## config.mk

```make
export PLATFORM = sky130hd
export DESIGN_NAME = simt_slice_top
export DESIGN_NICKNAME = d
export VERILOG_FILES = /design/src/hw/simt_pkg.sv /design/src/hw/exec_unit.sv /design/src/hw/operand_collector.sv /design/src/hw/register_file.sv /design/src/hw/simt_slice_top.sv /design/src/hw/warp_dispatcher.sv
export SDC_FILE = /design/constraint.sdc
export NUM_CORES = 2
export LEC_CHECK = 0
export BUFFER_PORTS_ARGS = -buffer_cell sky130_fd_sc_hd__buf_2
export CAP_MARGIN = 40
export CORE_ASPECT_RATIO = 2
export CORE_MARGIN = 4
export CORE_UTILIZATION = 60
export DETAILED_ROUTE_END_ITERATION = 8
export GPL_ROUTABILITY_DRIVEN = 0
export PLACE_DENSITY = 0.76
export SYNTH_ARGS = -nofsm -noshare
export SYNTH_HDL_FRONTEND = slang
export SYNTH_SLANG_ARGS = --single-unit
```

## constraint.sdc

```tcl
create_clock -name clk_i -period 5.25 [get_ports clk_i]
set_input_delay 0.2625 -clock clk_i [delete_from_list [all_inputs] [get_ports clk_i]]
set_output_delay 0.2625 -clock clk_i [all_outputs]
set_load 0.05 [all_outputs]
```

## src/hw/simt_pkg.sv

```systemverilog
// SIMT slice shared definitions
// Sizes, opcodes, instruction encoding and pipeline payloads
package simt_pkg;

    // ################################################
    // Sizes
    // ################################################
    localparam int NUM_WARPS    = 4;
    localparam int WID_W        = 2;
    localparam int LANES        = 4;
    localparam int REG_W        = 8;
    localparam int REG_IDX_W    = 3;
    localparam int NUM_REGS     = 2 ** REG_IDX_W;
    localparam int IMM_W        = 2 * REG_IDX_W;
    localparam int TAG_W        = 3;
    localparam int NUM_OPS      = 2;

    // Credit loops and queue depths
    localparam int COLL_CREDITS = 1;
    localparam int COLL_CNT_W   = $clog2(COLL_CREDITS + 1);
    localparam int EU_CREDITS   = 2;
    localparam int EU_PTR_W     = $clog2(EU_CREDITS);
    localparam int EU_CNT_W     = $clog2(EU_CREDITS + 1);
    localparam int DISP_DEPTH   = 2;
    localparam int DISP_PTR_W   = $clog2(DISP_DEPTH);
    localparam int DISP_CNT_W   = $clog2(DISP_DEPTH + 1);

    // ################################################
    // Instruction encoding
    // ################################################
    typedef enum logic [1:0] {
        OP_ADD,
        OP_SUB,
        OP_XOR,
        OP_LDI
    } opcode_e;

    // Register view of the operand field
    typedef struct packed {
        logic [REG_IDX_W-1:0] src1;
        logic [REG_IDX_W-1:0] src0;
    } src_regs_t;

    // Same six bits, either two sources or one immediate
    typedef union packed {
        src_regs_t        regs;
        logic [IMM_W-1:0] imm;
    } operands_u;

    typedef struct packed {
        logic [WID_W-1:0]     wid;
        opcode_e              opcode;
        logic [REG_IDX_W-1:0] dst;
        operands_u            operands;
        logic [LANES-1:0]     act_mask;
    } inst_t;

    // One register across all lanes
    typedef logic [LANES-1:0][REG_W-1:0] lane_data_t;

    // ################################################
    // Pipeline payloads
    // ################################################
    // Dispatcher to collector
    typedef struct packed {
        inst_t            inst;
        logic [TAG_W-1:0] tag;
    } issue_t;

    // Collector to execution unit
    typedef struct packed {
        issue_t     issue;
        lane_data_t src0_data;
        lane_data_t src1_data;
    } exec_t;

    // Writeback and result
    typedef struct packed {
        logic [WID_W-1:0]     wid;
        logic [REG_IDX_W-1:0] dst;
        logic [LANES-1:0]     act_mask;
        logic [TAG_W-1:0]     tag;
        lane_data_t           data;
    } wb_t;

    // Register file read request
    typedef struct packed {
        logic [WID_W-1:0]     wid;
        logic [REG_IDX_W-1:0] idx;
    } rf_req_t;

endpackage

```

## src/hw/exec_unit.sv

```systemverilog
// Execution unit
// Small input queue, per-lane ALU and registered writeback with credit return
`timescale 1ns/1ps

module exec_unit (
    input  logic            clk_i,
    input  logic            rst_n_i,
    // From the collector
    input  logic            exec_valid_i,
    input  simt_pkg::exec_t exec_i,
    output logic            eu_credit_o,
    // Writeback and result
    output logic            wb_valid_o,
    output simt_pkg::wb_t   wb_o
);

    // ################################################
    // Input queue
    // ################################################
    simt_pkg::exec_t               queue_q [simt_pkg::EU_CREDITS];
    logic [simt_pkg::EU_PTR_W-1:0] wr_ptr_q;
    logic [simt_pkg::EU_PTR_W-1:0] rd_ptr_q;
    logic [simt_pkg::EU_CNT_W-1:0] count_q;
    logic                          pop;
    simt_pkg::exec_t               head;
    simt_pkg::lane_data_t          result;

    // Writeback stage never stalls
    assign pop         = count_q != '0;
    assign eu_credit_o = pop;
    assign head        = queue_q[rd_ptr_q];

    // ################################################
    // Lane ALU
    // ################################################
    always_comb begin
        result = '0;
        for (int l = 0; l < simt_pkg::LANES; l++) begin
            case (head.issue.inst.opcode)
                simt_pkg::OP_ADD: result[l] = head.src0_data[l] + head.src1_data[l];
                simt_pkg::OP_SUB: result[l] = head.src0_data[l] - head.src1_data[l];
                simt_pkg::OP_XOR: result[l] = head.src0_data[l] ^ head.src1_data[l];
                // Immediate plus lane number
                simt_pkg::OP_LDI: result[l] =
                    simt_pkg::REG_W'(head.issue.inst.operands.imm) + simt_pkg::REG_W'(l);
                default:          result[l] = '0;
            endcase
        end
    end

    // ################################################
    // Control state
    // ################################################
    always_ff @(posedge clk_i or negedge rst_n_i) begin
        if (!rst_n_i) begin
            wr_ptr_q   <= '0;
            rd_ptr_q   <= '0;
            count_q    <= '0;
            wb_valid_o <= 1'b0;
        end else begin
            if (exec_valid_i) begin
                wr_ptr_q <= wr_ptr_q + 1'b1;
            end
            if (pop) begin
                rd_ptr_q <= rd_ptr_q + 1'b1;
            end
            case ({exec_valid_i, pop})
                2'b10:   count_q <= count_q + 1'b1;
                2'b01:   count_q <= count_q - 1'b1;
                default: ;
            endcase
            wb_valid_o <= pop;
        end
    end

    // Queue storage and writeback payload
    always_ff @(posedge clk_i) begin
        if (exec_valid_i) begin
            queue_q[wr_ptr_q] <= exec_i;
        end
        if (pop) begin
            wb_o <= '{wid:      head.issue.inst.wid,
                      dst:      head.issue.inst.dst,
                      act_mask: head.issue.inst.act_mask,
                      tag:      head.issue.tag,
                      data:     result};
        end
    end

endmodule

```

## src/hw/operand_collector.sv

```systemverilog
// Operand collector
// Holds one instruction, fetches its sources, forwards it on execution-unit credit
`timescale 1ns/1ps

module operand_collector (
    input  logic                clk_i,
    input  logic                rst_n_i,
    // From the dispatcher
    input  logic                issue_valid_i,
    input  simt_pkg::issue_t    issue_i,
    output logic                coll_credit_o,
    // Register file read ports
    output logic                rd_req_valid_o [simt_pkg::NUM_OPS],
    output simt_pkg::rf_req_t   rd_req_o       [simt_pkg::NUM_OPS],
    input  logic                rd_req_ready_i [simt_pkg::NUM_OPS],
    input  logic                rd_rsp_valid_i [simt_pkg::NUM_OPS],
    input  simt_pkg::lane_data_t rd_rsp_data_i [simt_pkg::NUM_OPS],
    // To the execution unit
    output logic                exec_valid_o,
    output simt_pkg::exec_t     exec_o,
    input  logic                eu_credit_i
);

    // ################################################
    // State
    // ################################################
    // Valid instruction held
    logic                            occupied_q;
    simt_pkg::issue_t                inst_q;
    // Read sent, data captured
    logic [simt_pkg::NUM_OPS-1:0]    requested_q;
    logic [simt_pkg::NUM_OPS-1:0]    ready_q;
    simt_pkg::lane_data_t            data_q  [simt_pkg::NUM_OPS];
    logic [simt_pkg::REG_IDX_W-1:0]  src_idx [simt_pkg::NUM_OPS];
    logic [simt_pkg::EU_CNT_W-1:0]   credit_q;

    logic                            accept;
    logic                            send;
    logic                            is_ldi;

    // Credit loop guarantees we are empty here
    assign accept = issue_valid_i;
    assign is_ldi = issue_i.inst.opcode == simt_pkg::OP_LDI;

    // Register view of the held instruction
    assign src_idx[0] = inst_q.inst.operands.regs.src0;
    assign src_idx[1] = inst_q.inst.operands.regs.src1;

    // ################################################
    // Read requests
    // ################################################
    for (genvar i = 0; i < simt_pkg::NUM_OPS; i++) begin : gen_req
        // One request per operand, none once data is in
        assign rd_req_valid_o[i] = occupied_q && !requested_q[i] && !ready_q[i];
        assign rd_req_o[i]       = '{wid: inst_q.inst.wid, idx: src_idx[i]};
    end

    // ################################################
    // Forwarding
    // ################################################
    assign exec_valid_o  = occupied_q && (&ready_q) && (credit_q != '0);
    assign send          = exec_valid_o;
    // Slot frees as the instruction leaves
    assign coll_credit_o = send;
    assign exec_o        = '{issue: inst_q, src0_data: data_q[0], src1_data: data_q[1]};

    always_ff @(posedge clk_i or negedge rst_n_i) begin
        if (!rst_n_i) begin
            occupied_q  <= 1'b0;
            requested_q <= '0;
            ready_q     <= '0;
            credit_q    <= simt_pkg::EU_CNT_W'(simt_pkg::EU_CREDITS);
        end else begin
            for (int i = 0; i < simt_pkg::NUM_OPS; i++) begin
                if (rd_req_valid_o[i] && rd_req_ready_i[i]) begin
                    requested_q[i] <= 1'b1;
                end
                // Data lands one cycle after the handshake
                if (rd_rsp_valid_i[i]) begin
                    ready_q[i] <= 1'b1;
                end
            end
            if (send) begin
                occupied_q <= 1'b0;
            end
            // New instruction overrides the per-operand flags
            if (accept) begin
                occupied_q  <= 1'b1;
                requested_q <= '0;
                // LDI needs no reads
                ready_q     <= {simt_pkg::NUM_OPS{is_ldi}};
            end
            // Execution-unit credits
            case ({send, eu_credit_i})
                2'b10:   credit_q <= credit_q - 1'b1;
                2'b01:   credit_q <= credit_q + 1'b1;
                default: ;
            endcase
        end
    end

    // Instruction and operand payload
    always_ff @(posedge clk_i) begin
        if (accept) begin
            inst_q <= issue_i;
        end
        for (int i = 0; i < simt_pkg::NUM_OPS; i++) begin
            if (rd_rsp_valid_i[i]) begin
                data_q[i] <= rd_rsp_data_i[i];
            end
        end
    end

endmodule

```

## src/hw/register_file.sv

```systemverilog
// Banked register file
// One bank per warp, two registered read ports, one lane-masked write port
`timescale 1ns/1ps

module register_file (
    input  logic                 clk_i,
    input  logic                 rst_n_i,
    // Read ports
    input  logic                 rd_req_valid_i [simt_pkg::NUM_OPS],
    input  simt_pkg::rf_req_t    rd_req_i       [simt_pkg::NUM_OPS],
    output logic                 rd_req_ready_o [simt_pkg::NUM_OPS],
    output logic                 rd_rsp_valid_o [simt_pkg::NUM_OPS],
    output simt_pkg::lane_data_t rd_rsp_data_o  [simt_pkg::NUM_OPS],
    // Write port
    input  logic                 wb_valid_i,
    input  simt_pkg::wb_t        wb_i
);

    // ################################################
    // Storage
    // ################################################
    simt_pkg::lane_data_t mem_q [simt_pkg::NUM_WARPS][simt_pkg::NUM_REGS];
    logic                 rd_fire [simt_pkg::NUM_OPS];

    for (genvar i = 0; i < simt_pkg::NUM_OPS; i++) begin : gen_port
        // Write wins over reads to the same warp
        assign rd_req_ready_o[i] = !(wb_valid_i && (wb_i.wid == rd_req_i[i].wid));
        assign rd_fire[i]        = rd_req_valid_i[i] && rd_req_ready_o[i];
    end

    // ################################################
    // Write port and read handshakes
    // ################################################
    always_ff @(posedge clk_i or negedge rst_n_i) begin
        if (!rst_n_i) begin
            // All registers start at zero
            for (int w = 0; w < simt_pkg::NUM_WARPS; w++) begin
                for (int r = 0; r < simt_pkg::NUM_REGS; r++) begin
                    mem_q[w][r] <= '0;
                end
            end
            for (int i = 0; i < simt_pkg::NUM_OPS; i++) begin
                rd_rsp_valid_o[i] <= 1'b0;
            end
        end else begin
            // Masked lanes keep their value
            if (wb_valid_i) begin
                for (int l = 0; l < simt_pkg::LANES; l++) begin
                    if (wb_i.act_mask[l]) begin
                        mem_q[wb_i.wid][wb_i.dst][l] <= wb_i.data[l];
                    end
                end
            end
            // Response one cycle after the handshake
            for (int i = 0; i < simt_pkg::NUM_OPS; i++) begin
                rd_rsp_valid_o[i] <= rd_fire[i];
            end
        end
    end

    // Read data
    always_ff @(posedge clk_i) begin
        for (int i = 0; i < simt_pkg::NUM_OPS; i++) begin
            if (rd_fire[i]) begin
                rd_rsp_data_o[i] <= mem_q[rd_req_i[i].wid][rd_req_i[i].idx];
            end
        end
    end

endmodule

```

## src/hw/simt_slice_top.sv

```systemverilog
// SIMT compute slice
// Dispatcher, operand collector, register file and execution unit
`timescale 1ns/1ps

module simt_slice_top (
    input  logic            clk_i,
    input  logic            rst_n_i,
    // Instruction input
    input  logic            in_valid_i,
    input  simt_pkg::inst_t in_inst_i,
    output logic            in_ready_o,
    // Results
    output logic            result_valid_o,
    output simt_pkg::wb_t   result_o
);

    // ################################################
    // Interconnect
    // ################################################
    // Dispatcher to collector
    logic                 issue_valid;
    simt_pkg::issue_t     issue;
    logic                 coll_credit;
    // Collector to register file
    logic                 rd_req_valid [simt_pkg::NUM_OPS];
    simt_pkg::rf_req_t    rd_req       [simt_pkg::NUM_OPS];
    logic                 rd_req_ready [simt_pkg::NUM_OPS];
    logic                 rd_rsp_valid [simt_pkg::NUM_OPS];
    simt_pkg::lane_data_t rd_rsp_data  [simt_pkg::NUM_OPS];
    // Collector to execution unit
    logic                 exec_valid;
    simt_pkg::exec_t      exec;
    logic                 eu_credit;
    // Writeback
    logic                 wb_valid;
    simt_pkg::wb_t        wb;

    warp_dispatcher u_dispatcher (
        .clk_i         (clk_i),
        .rst_n_i       (rst_n_i),
        .in_valid_i    (in_valid_i),
        .in_inst_i     (in_inst_i),
        .in_ready_o    (in_ready_o),
        .issue_valid_o (issue_valid),
        .issue_o       (issue),
        .coll_credit_i (coll_credit),
        .wb_valid_i    (wb_valid),
        .wb_i          (wb)
    );

    operand_collector u_collector (
        .clk_i          (clk_i),
        .rst_n_i        (rst_n_i),
        .issue_valid_i  (issue_valid),
        .issue_i        (issue),
        .coll_credit_o  (coll_credit),
        .rd_req_valid_o (rd_req_valid),
        .rd_req_o       (rd_req),
        .rd_req_ready_i (rd_req_ready),
        .rd_rsp_valid_i (rd_rsp_valid),
        .rd_rsp_data_i  (rd_rsp_data),
        .exec_valid_o   (exec_valid),
        .exec_o         (exec),
        .eu_credit_i    (eu_credit)
    );

    register_file u_regfile (
        .clk_i          (clk_i),
        .rst_n_i        (rst_n_i),
        .rd_req_valid_i (rd_req_valid),
        .rd_req_i       (rd_req),
        .rd_req_ready_o (rd_req_ready),
        .rd_rsp_valid_o (rd_rsp_valid),
        .rd_rsp_data_o  (rd_rsp_data),
        .wb_valid_i     (wb_valid),
        .wb_i           (wb)
    );

    exec_unit u_exec (
        .clk_i        (clk_i),
        .rst_n_i      (rst_n_i),
        .exec_valid_i (exec_valid),
        .exec_i       (exec),
        .eu_credit_o  (eu_credit),
        .wb_valid_o   (wb_valid),
        .wb_o         (wb)
    );

    // Results are the writeback bus
    assign result_valid_o = wb_valid;
    assign result_o       = wb;

endmodule

```

## src/hw/warp_dispatcher.sv

```systemverilog
// Warp dispatcher
// Queues incoming instructions, tracks pending writes per warp, issues on credit
`timescale 1ns/1ps

module warp_dispatcher (
    input  logic             clk_i,
    input  logic             rst_n_i,
    // Instruction input
    input  logic             in_valid_i,
    input  simt_pkg::inst_t  in_inst_i,
    output logic             in_ready_o,
    // Issue toward the collector
    output logic             issue_valid_o,
    output simt_pkg::issue_t issue_o,
    input  logic             coll_credit_i,
    // Writeback clears the scoreboard
    input  logic             wb_valid_i,
    input  simt_pkg::wb_t    wb_i
);

    // ################################################
    // State
    // ################################################
    simt_pkg::issue_t                  queue_q [simt_pkg::DISP_DEPTH];
    logic [simt_pkg::DISP_PTR_W-1:0]   wr_ptr_q;
    logic [simt_pkg::DISP_PTR_W-1:0]   rd_ptr_q;
    logic [simt_pkg::DISP_CNT_W-1:0]   count_q;
    // Next tag per warp
    logic [simt_pkg::TAG_W-1:0]        tag_cnt_q [simt_pkg::NUM_WARPS];
    // One pending-write bit per register
    logic [simt_pkg::NUM_REGS-1:0]     pending_q [simt_pkg::NUM_WARPS];
    logic [simt_pkg::COLL_CNT_W-1:0]   credit_q;

    logic                              push;
    logic                              pop;
    logic                              hazard;
    simt_pkg::inst_t                   head;
    logic [simt_pkg::NUM_REGS-1:0]     head_pend;

    // ################################################
    // Hazard check on the queue head
    // ################################################
    always_comb begin
        head      = queue_q[rd_ptr_q].inst;
        head_pend = pending_q[head.wid];
        // WAW on the destination
        hazard    = head_pend[head.dst];
        // LDI has no sources to check
        if (head.opcode != simt_pkg::OP_LDI) begin
            hazard = hazard | head_pend[head.operands.regs.src0]
                            | head_pend[head.operands.regs.src1];
        end
    end

    assign in_ready_o    = count_q != simt_pkg::DISP_CNT_W'(simt_pkg::DISP_DEPTH);
    assign push          = in_valid_i && in_ready_o;
    assign issue_valid_o = (count_q != '0) && (credit_q != '0) && !hazard;
    assign pop           = issue_valid_o;
    assign issue_o       = queue_q[rd_ptr_q];

    // ################################################
    // Control state
    // ################################################
    always_ff @(posedge clk_i or negedge rst_n_i) begin
        if (!rst_n_i) begin
            wr_ptr_q <= '0;
            rd_ptr_q <= '0;
            count_q  <= '0;
            credit_q <= simt_pkg::COLL_CNT_W'(simt_pkg::COLL_CREDITS);
            for (int w = 0; w < simt_pkg::NUM_WARPS; w++) begin
                tag_cnt_q[w] <= '0;
                pending_q[w] <= '0;
            end
        end else begin
            if (push) begin
                wr_ptr_q                  <= wr_ptr_q + 1'b1;
                tag_cnt_q[in_inst_i.wid]  <= tag_cnt_q[in_inst_i.wid] + 1'b1;
            end
            if (pop) begin
                rd_ptr_q <= rd_ptr_q + 1'b1;
            end
            // Queue occupancy
            case ({push, pop})
                2'b10:   count_q <= count_q + 1'b1;
                2'b01:   count_q <= count_q - 1'b1;
                default: ;
            endcase
            // Collector credits
            case ({pop, coll_credit_i})
                2'b10:   credit_q <= credit_q - 1'b1;
                2'b01:   credit_q <= credit_q + 1'b1;
                default: ;
            endcase
            // Clear on writeback, set on issue, both in one cycle
            if (wb_valid_i) begin
                pending_q[wb_i.wid][wb_i.dst] <= 1'b0;
            end
            if (pop) begin
                pending_q[head.wid][head.dst] <= 1'b1;
            end
        end
    end

    // Queue storage, tag attached on entry
    always_ff @(posedge clk_i) begin
        if (push) begin
            queue_q[wr_ptr_q] <= '{inst: in_inst_i, tag: tag_cnt_q[in_inst_i.wid]};
        end
    end

endmodule

```

== Yosys cells after proc, flatten, opt, wreduce, memory -nomap -nowiden ==
Memory sizes are Yosys's and may differ from the RTL's.
Index checks and enable logic that the tools add are counted.
Widths: inputs -> output; s select.

* Bitwise operators: 16
* Reduce and logical (&&, ||, !) cells: 37
* Magnitude comparators: 17
* Equality and inequality tests: 13
* Muxes and demuxes: 86
* Add/sub/neg operators: 24

{| class="wikitable"
|+ Operator list
! operator !! number
|-
| $mux 1024 || 7
|-
| $bwmux 1024 || 4
|-
| $demux 256 s2 || 4
|-
| $mux 256 || 6
|-
| $bmux 256 s2 || 1
|-
| $demux 32 s3 || 4
|-
| $mux 32 || 7
|-
| $bmux 32 s3 || 2
|-
| $pmux 8 s4 || 4
|-
| $mux 8 || 5
|-
| $add 8x8->8 || 4
|-
| $and 32x32->32 || 1
|-
| $demux 8 s2 || 2
|-
| $not 32->32 || 1
|-
| $or 32x32->32 || 1
|-
| $sub 8x8->8 || 4
|-
| $xor 8x8->8 || 4
|-
| $mux 24 || 1
|-
| $reduce_bool 2->1 || 11
|-
| $mux 1 || 20
|-
| $logic_and 1x1->1 || 18
|-
| $bmux 8 s2 || 1
|-
| $lt 3x4->1 const B || 4
|-
| $mux 16 || 1
|-
| other kinds (31) || 76
|}

* Memories kept: 3
* Memory bits (writable): 272
* Register bits after elaboration: 1215

{| class="wikitable"
|+ Memories
! name !! words !! bits a word !! read ports !! clocked after memory_dff !! write ports !! RTL line !! source
|-
| u_exec.queue_q || 2 || 84 || 1 || 0 || 1 || exec_unit.sv:20 || <nowiki>simt_pkg::exec_t queue_q [simt_pkg::EU_CREDITS];</nowiki>
|-
| u_collector.data_q || 2 || 32 || 2 || 0 || 2 || operand_collector.sv:33 || <nowiki>simt_pkg::lane_data_t data_q [simt_pkg::NUM_OPS];</nowiki>
|-
| u_dispatcher.queue_q || 2 || 20 || 1 || 0 || 1 || warp_dispatcher.sv:24 || <nowiki>simt_pkg::issue_t queue_q [simt_pkg::DISP_DEPTH];</nowiki>
|}

== Longest topological paths before layout ==
* Depth after elaboration: 18
* Mapped depth: 19
* Gate-level depth less buffers: 14

== Cells and area by module ==
Synthesis repeated with hierarchy kept, for this count alone.

* Cells, all modules: 6018
* Area, all modules: 76219.4 µm²

{| class="wikitable"
|+ By module, submodules not included
! module !! area each (µm²) !! cells each !! times used
|-
| register_file || 58182.1 || 4741 || 1
|-
| exec_unit || 10547.6 || 763 || 1
|-
| warp_dispatcher || 4571.9 || 389 || 1
|-
| operand_collector || 2917.8 || 125 || 1
|}

== Least setup slack after synthesis ==
Ideal clock, no wire load.

* Kind: reg2reg
* Start: register u_collector.credit_q[1] (netlist name)
* End: memory u_exec.queue_q[0][0] (netlist name) (enable)
* Data required time: 4.723 ns
* Period minus slack after synthesis: 4.835 ns
* Arrival time: 4.307 ns
* Stages on the path, launching flop included: 3
* Setup slack: 0.415 ns
* Cells stage by stage: dfstp_2 -> o2111ai_1 -> nor2_1

* Word-level cells in the longest chain between the ends: 4

{| class="wikitable"
|+ Ends and longest elaborated chain
! what !! RTL line !! source
|-
| from (decl) || operand_collector.sv:35 || <nowiki>logic [simt_pkg::EU_CNT_W-1:0] credit_q;</nowiki>
|-
| from (signal assigned) || operand_collector.sv:72 || <nowiki>credit_q <= simt_pkg::EU_CNT_W'(simt_pkg::EU_CREDITS);</nowiki>
|-
| from (signal assigned) || operand_collector.sv:95 || <nowiki>2'b10: credit_q <= credit_q - 1'b1;</nowiki>
|-
| from (signal assigned) || operand_collector.sv:96 || <nowiki>2'b01: credit_q <= credit_q + 1'b1;</nowiki>
|-
| $reduce_bool 2->1 || operand_collector.sv:61 || <nowiki>assign exec_valid_o = occupied_q && (&ready_q) && (credit_q != '0);</nowiki>
|-
| $logic_and 1x1->1 || operand_collector.sv:61 ||
|-
| $mux 1 || exec_unit.sv:78 || <nowiki>if (exec_valid_i) begin</nowiki>
|-
| $mux 1 (not written as such) || exec_unit.sv:79 || <nowiki>queue_q[wr_ptr_q] <= exec_i;</nowiki>
|-
| to (decl) || exec_unit.sv:20 ||
|}

Every way passes these cells.

==> reports/results.ini <==
[placed_design]
dp_slack_ns = 1.05
dpl.hpwl_um = 115000
portBuffers = 65

[logic_synthesis]
ys_seq_elements = 1487
yosys.area_share.xor_xnor_pct = 1.35
synth.distinct_cells = 69
synthFlopType = dfrtp_1
syn_area_per_cell_um2 = 16.2
synthTopCellsByArea = dfrtp_1 (40%), mux2_2 (19%), edfxtp_1 (18%)
yosys-mux-area-fraction_pct = 33.2
synth_compound_area_share_pct = 2.10
synth_top_area_share_pct = 40.2
yosys.area_share.simple_pct = 2.78
synth_top_cell_by_area = dfrtp_1
netlist_instances = 4181
ys_warn_count = 0
syn_area_mm2 = 0.0675
seq_area_frac_synth_pct = 58.1
synth_edf_count = 400
synth_top_family_by_area = multiplexers
syn_nets = 4245
synthAdderAreaFrac_pct = 0.859
synthArstFlopShare_pct = 73.1

[pwr]
power.density_mw_per_mm2 = 297
p_leak_uw = 0.0323
ir_drop_mv = 0.319

[worst_setup_path]
crit_chain = buf_4, mux2i_1, ha_1, a21oi_1, ha_1, nor2b_1, o21ai_0, a21boi_0, o21ai_0, a21oi_1, mux2_2, a22oi_1, o32ai_1
crit_start = u_exec.rd_ptr_q
crit_path_top_delay_cell = dfrtp_4
crit_arrival_ns = 4.73
rr_worst_depth = 13
r2r-end = u_exec.wb_o[31]
path_max_fanout = 36
worstReg2RegStart = u_exec.rd_ptr_q
cp.required_ns = 5.73
crit_end = u_exec.wb_o[31]
worst_setup_path_start_kind = flip-flop
rrSetupSlack_ns = 1.00
cp_top_family = compound AO/OA/AOI/OAI gates
path_buf_inv = 1
cp_slowest_stage_delay_ns = 0.83
cp-end-kind = flip-flop
critPathKind = flip-flop to flip-flop
cp.depth = 13

[clocking]
clk_pin_slew_ns = 0.07
ctsResizeCount = 0
cts_sinks = 1487
cts_tree = yes
clock_latency_ns = 0.75
clock_path_buffers = 3
numCtsBuffers = 132
cts-root-buf = clkbuf_16
htreeDepth = 4

[detailed_routing]
routedWlPerCell_um = 29.1
first_pass_iters = 5
drt_wl_total_um = 171000
dr.first_iter.drc_count = 2972
ant_nets = 0
drc_errors = 0
avgViaCountPerCell = 6.53
num_vias = 38400

[global_route]
grt_max_degree = 155
antenna_found_initial = 4
grt.overflow.total = 0
grt_pass1_vias = 40700
grt_use_total_pct = 29.6
grt_pass1_wl_um = 259000

[sta]
finalHoldViolCount = 0
fin_crit_sh_pct = 80.9
rsz0062_at_grt = false
fin_ws_ns = 1.00
max_slew_margin_pct = 34.8
fmax_mhz = 235
tightest_slew_ns = 0.977
whs_ns = 0.137
fin_setup_tns_ns = 0
finalMaxSlewViolations = 0
setup_violations = 0
min_period_ns = 4.25
clock_skew_ns = 0.0281

[layout]
area_growth_pct = 10.5
drive_gt1_share_pct = 45.2
layout.nets = 4348
regArea_mm2 = 0.0392
multi_input_area_mm2 = 0.0273
fillers = 7541

[floorplanning]
die_h_um = 483
initial_utilization_pct = 60.6
die_area_mm2 = 0.118
boundaryPins = 66
chipWidth_um = 245
core_mm2 = 0.111
row_count = 173

[flow_run]
cap_viol_max_count = 0

[run_status]
status = finished clean

[worst_hold_path]
hp-class = input port to async pin

## report_power, final
group          internal (µW)  switching [µW]
logic                    197             415
clock network           5250            4240
registers              12000            83.0
## cell usage after synthesis (7+ instances only)
cell type and count:
mux2_2 1153, dfrtp_1 1085, edfxtp_1 400, mux4_2 394, nand2_1 200, clkbuf_1 196
nor2_1 100, o21ai_0 96, xnor2_1 70, mux2i_1 49, inv_1 44, a21oi_1 42
buf_1 40, ha_1 40, xor2_1 32, nor3_1 31, nand3_1 13, a21o_1 11
buf_2 11, a211oi_1 10, nand3b_1 10, o22ai_1 10, a31oi_1 9, nor2b_1 9
o211ai_1 9, o32ai_1 9, and3_1 8, nand2b_1 7, or2_2 7
## cell usage in the layout (no fill, tap or decap), drive strengths merged, types with 7 or more instances in the layout
cell type,n
mux2,1155
dfrtp,1085
edfxtp,400
mux4,394
nand2,201
buf,200
clkbuf,184
nor2,100
o21ai,96
xnor2,70
inv,52
mux2i,50
a21oi,43
ha,40
clkinv,39
xor2,33
nor3,31
dlygate4sd3,19
nand3,16
a21o,11
o22ai,10
a211oi,10
nand3b,10
o211ai,10
o32ai,9
nor2b,9
a31oi,9
diode,8
and3,8
nand2b,7
or2,7
## registers in the layout, summed over array words and instances (netlist names)
signal                    cells
u_regfile.mem_q            1024
u_exec.queue_q              168
u_collector.data_q           64
u_regfile.rd_rsp_data_o      64
u_exec.wb_o                  44
u_dispatcher.queue_q         40
u_dispatcher.pending_q       32
u_collector.exec_o           20
u_dispatcher.tag_cnt_q       12
u_collector.credit_q          2
u_collector.ready_q           2
u_collector.requested_q       2
u_dispatcher.count_q          2
u_exec.count_q                2
u_regfile.rd_rsp_valid_o      2
u_collector.occupied_q        1
u_dispatcher.credit_q         1
u_dispatcher.rd_ptr_q         1
u_dispatcher.wr_ptr_q         1
u_exec.rd_ptr_q               1
u_exec.wb_valid_o             1
u_exec.wr_ptr_q               1
## timing repair
item / in CTS / in global routing
setup buffers: 0 / 0
setup endpoints to repair: 0 / 0
hold buffers: 19 / 0
hold endpoints to repair: 107 / 0
## worst min path at each step
stage          slack [ns]  cells after the start                       to    start
6_report             0.14                      2     u_regfile.mem_q[210]  rst_n_i
5_1_grt              0.18                      2     u_regfile.mem_q[210]  rst_n_i
4_1_cts              0.13                      2     u_regfile.mem_q[725]  rst_n_i
3_5_place_dp         0.35                      1     u_regfile.mem_q[210]  rst_n_i
3_3_place_gp         0.35                      1     u_regfile.mem_q[434]  rst_n_i
2_1_floorplan       -0.03                      0  u_collector.credit_q[0]  rst_n_i
## final cells by class
cell class / instances / share of cell area (%)
Clock buffer: 184 / 5.07
Clock inverter: 52 / 0.501
Timing Repair Buffer: 219 / 2.60
Inverter: 46 / 0.235
Multi-Input combinational cell: 2398 / 36.5
Sequential cell: 1487 / 52.5
Antenna cell: 8 / 0.0268
Tap cell: 1487 / 2.49
## through the flow
stage / util [%] / total power, µW / instance area (µm²) / std cells
global placement: 62.7 / 12900 / 69900 / 5599
CTS: 66.9 / 22400 / 74600 / 5873
floorplan: - / 12600 / 67500 / 4181
finish: 67.0 / 22200 / 74600 / 5881
detailed placement: 63.0 / 12900 / 70300 / 5618
global route: 66.9 / 22900 / 74600 / 5878
## kinds of logic (layout without fill, tap and decap cells)
| group | count (synthesis) | after routing |
|---|---|---|
| muxes | 1599 | 1599 |
| DFF | 1487 | 1487 |
| and+or+nand+nor | 421 | 421 |
| buffers and inverters | 296 | 501 |
| AOI/OAI and AO/OA | 231 | 231 |
| xor gates and xnor gates | 103 | 103 |
| adders and majority gates | 44 | 44 |
| other | 0 | 8 |
## per-layer routing
metal / global-route usage (%) / up-vias / part of all wire [%]
met1: 35.7 / 20700 / 36
met4: 15.5 / 0 / 6.3
li1: - / 16100 / -
met2: 51.7 / 1205 / 53
met3: 4.50 / 404 / 4.8
met5: 0 / - / 0
Note: power is estimated with default switching activity, not from simulation.
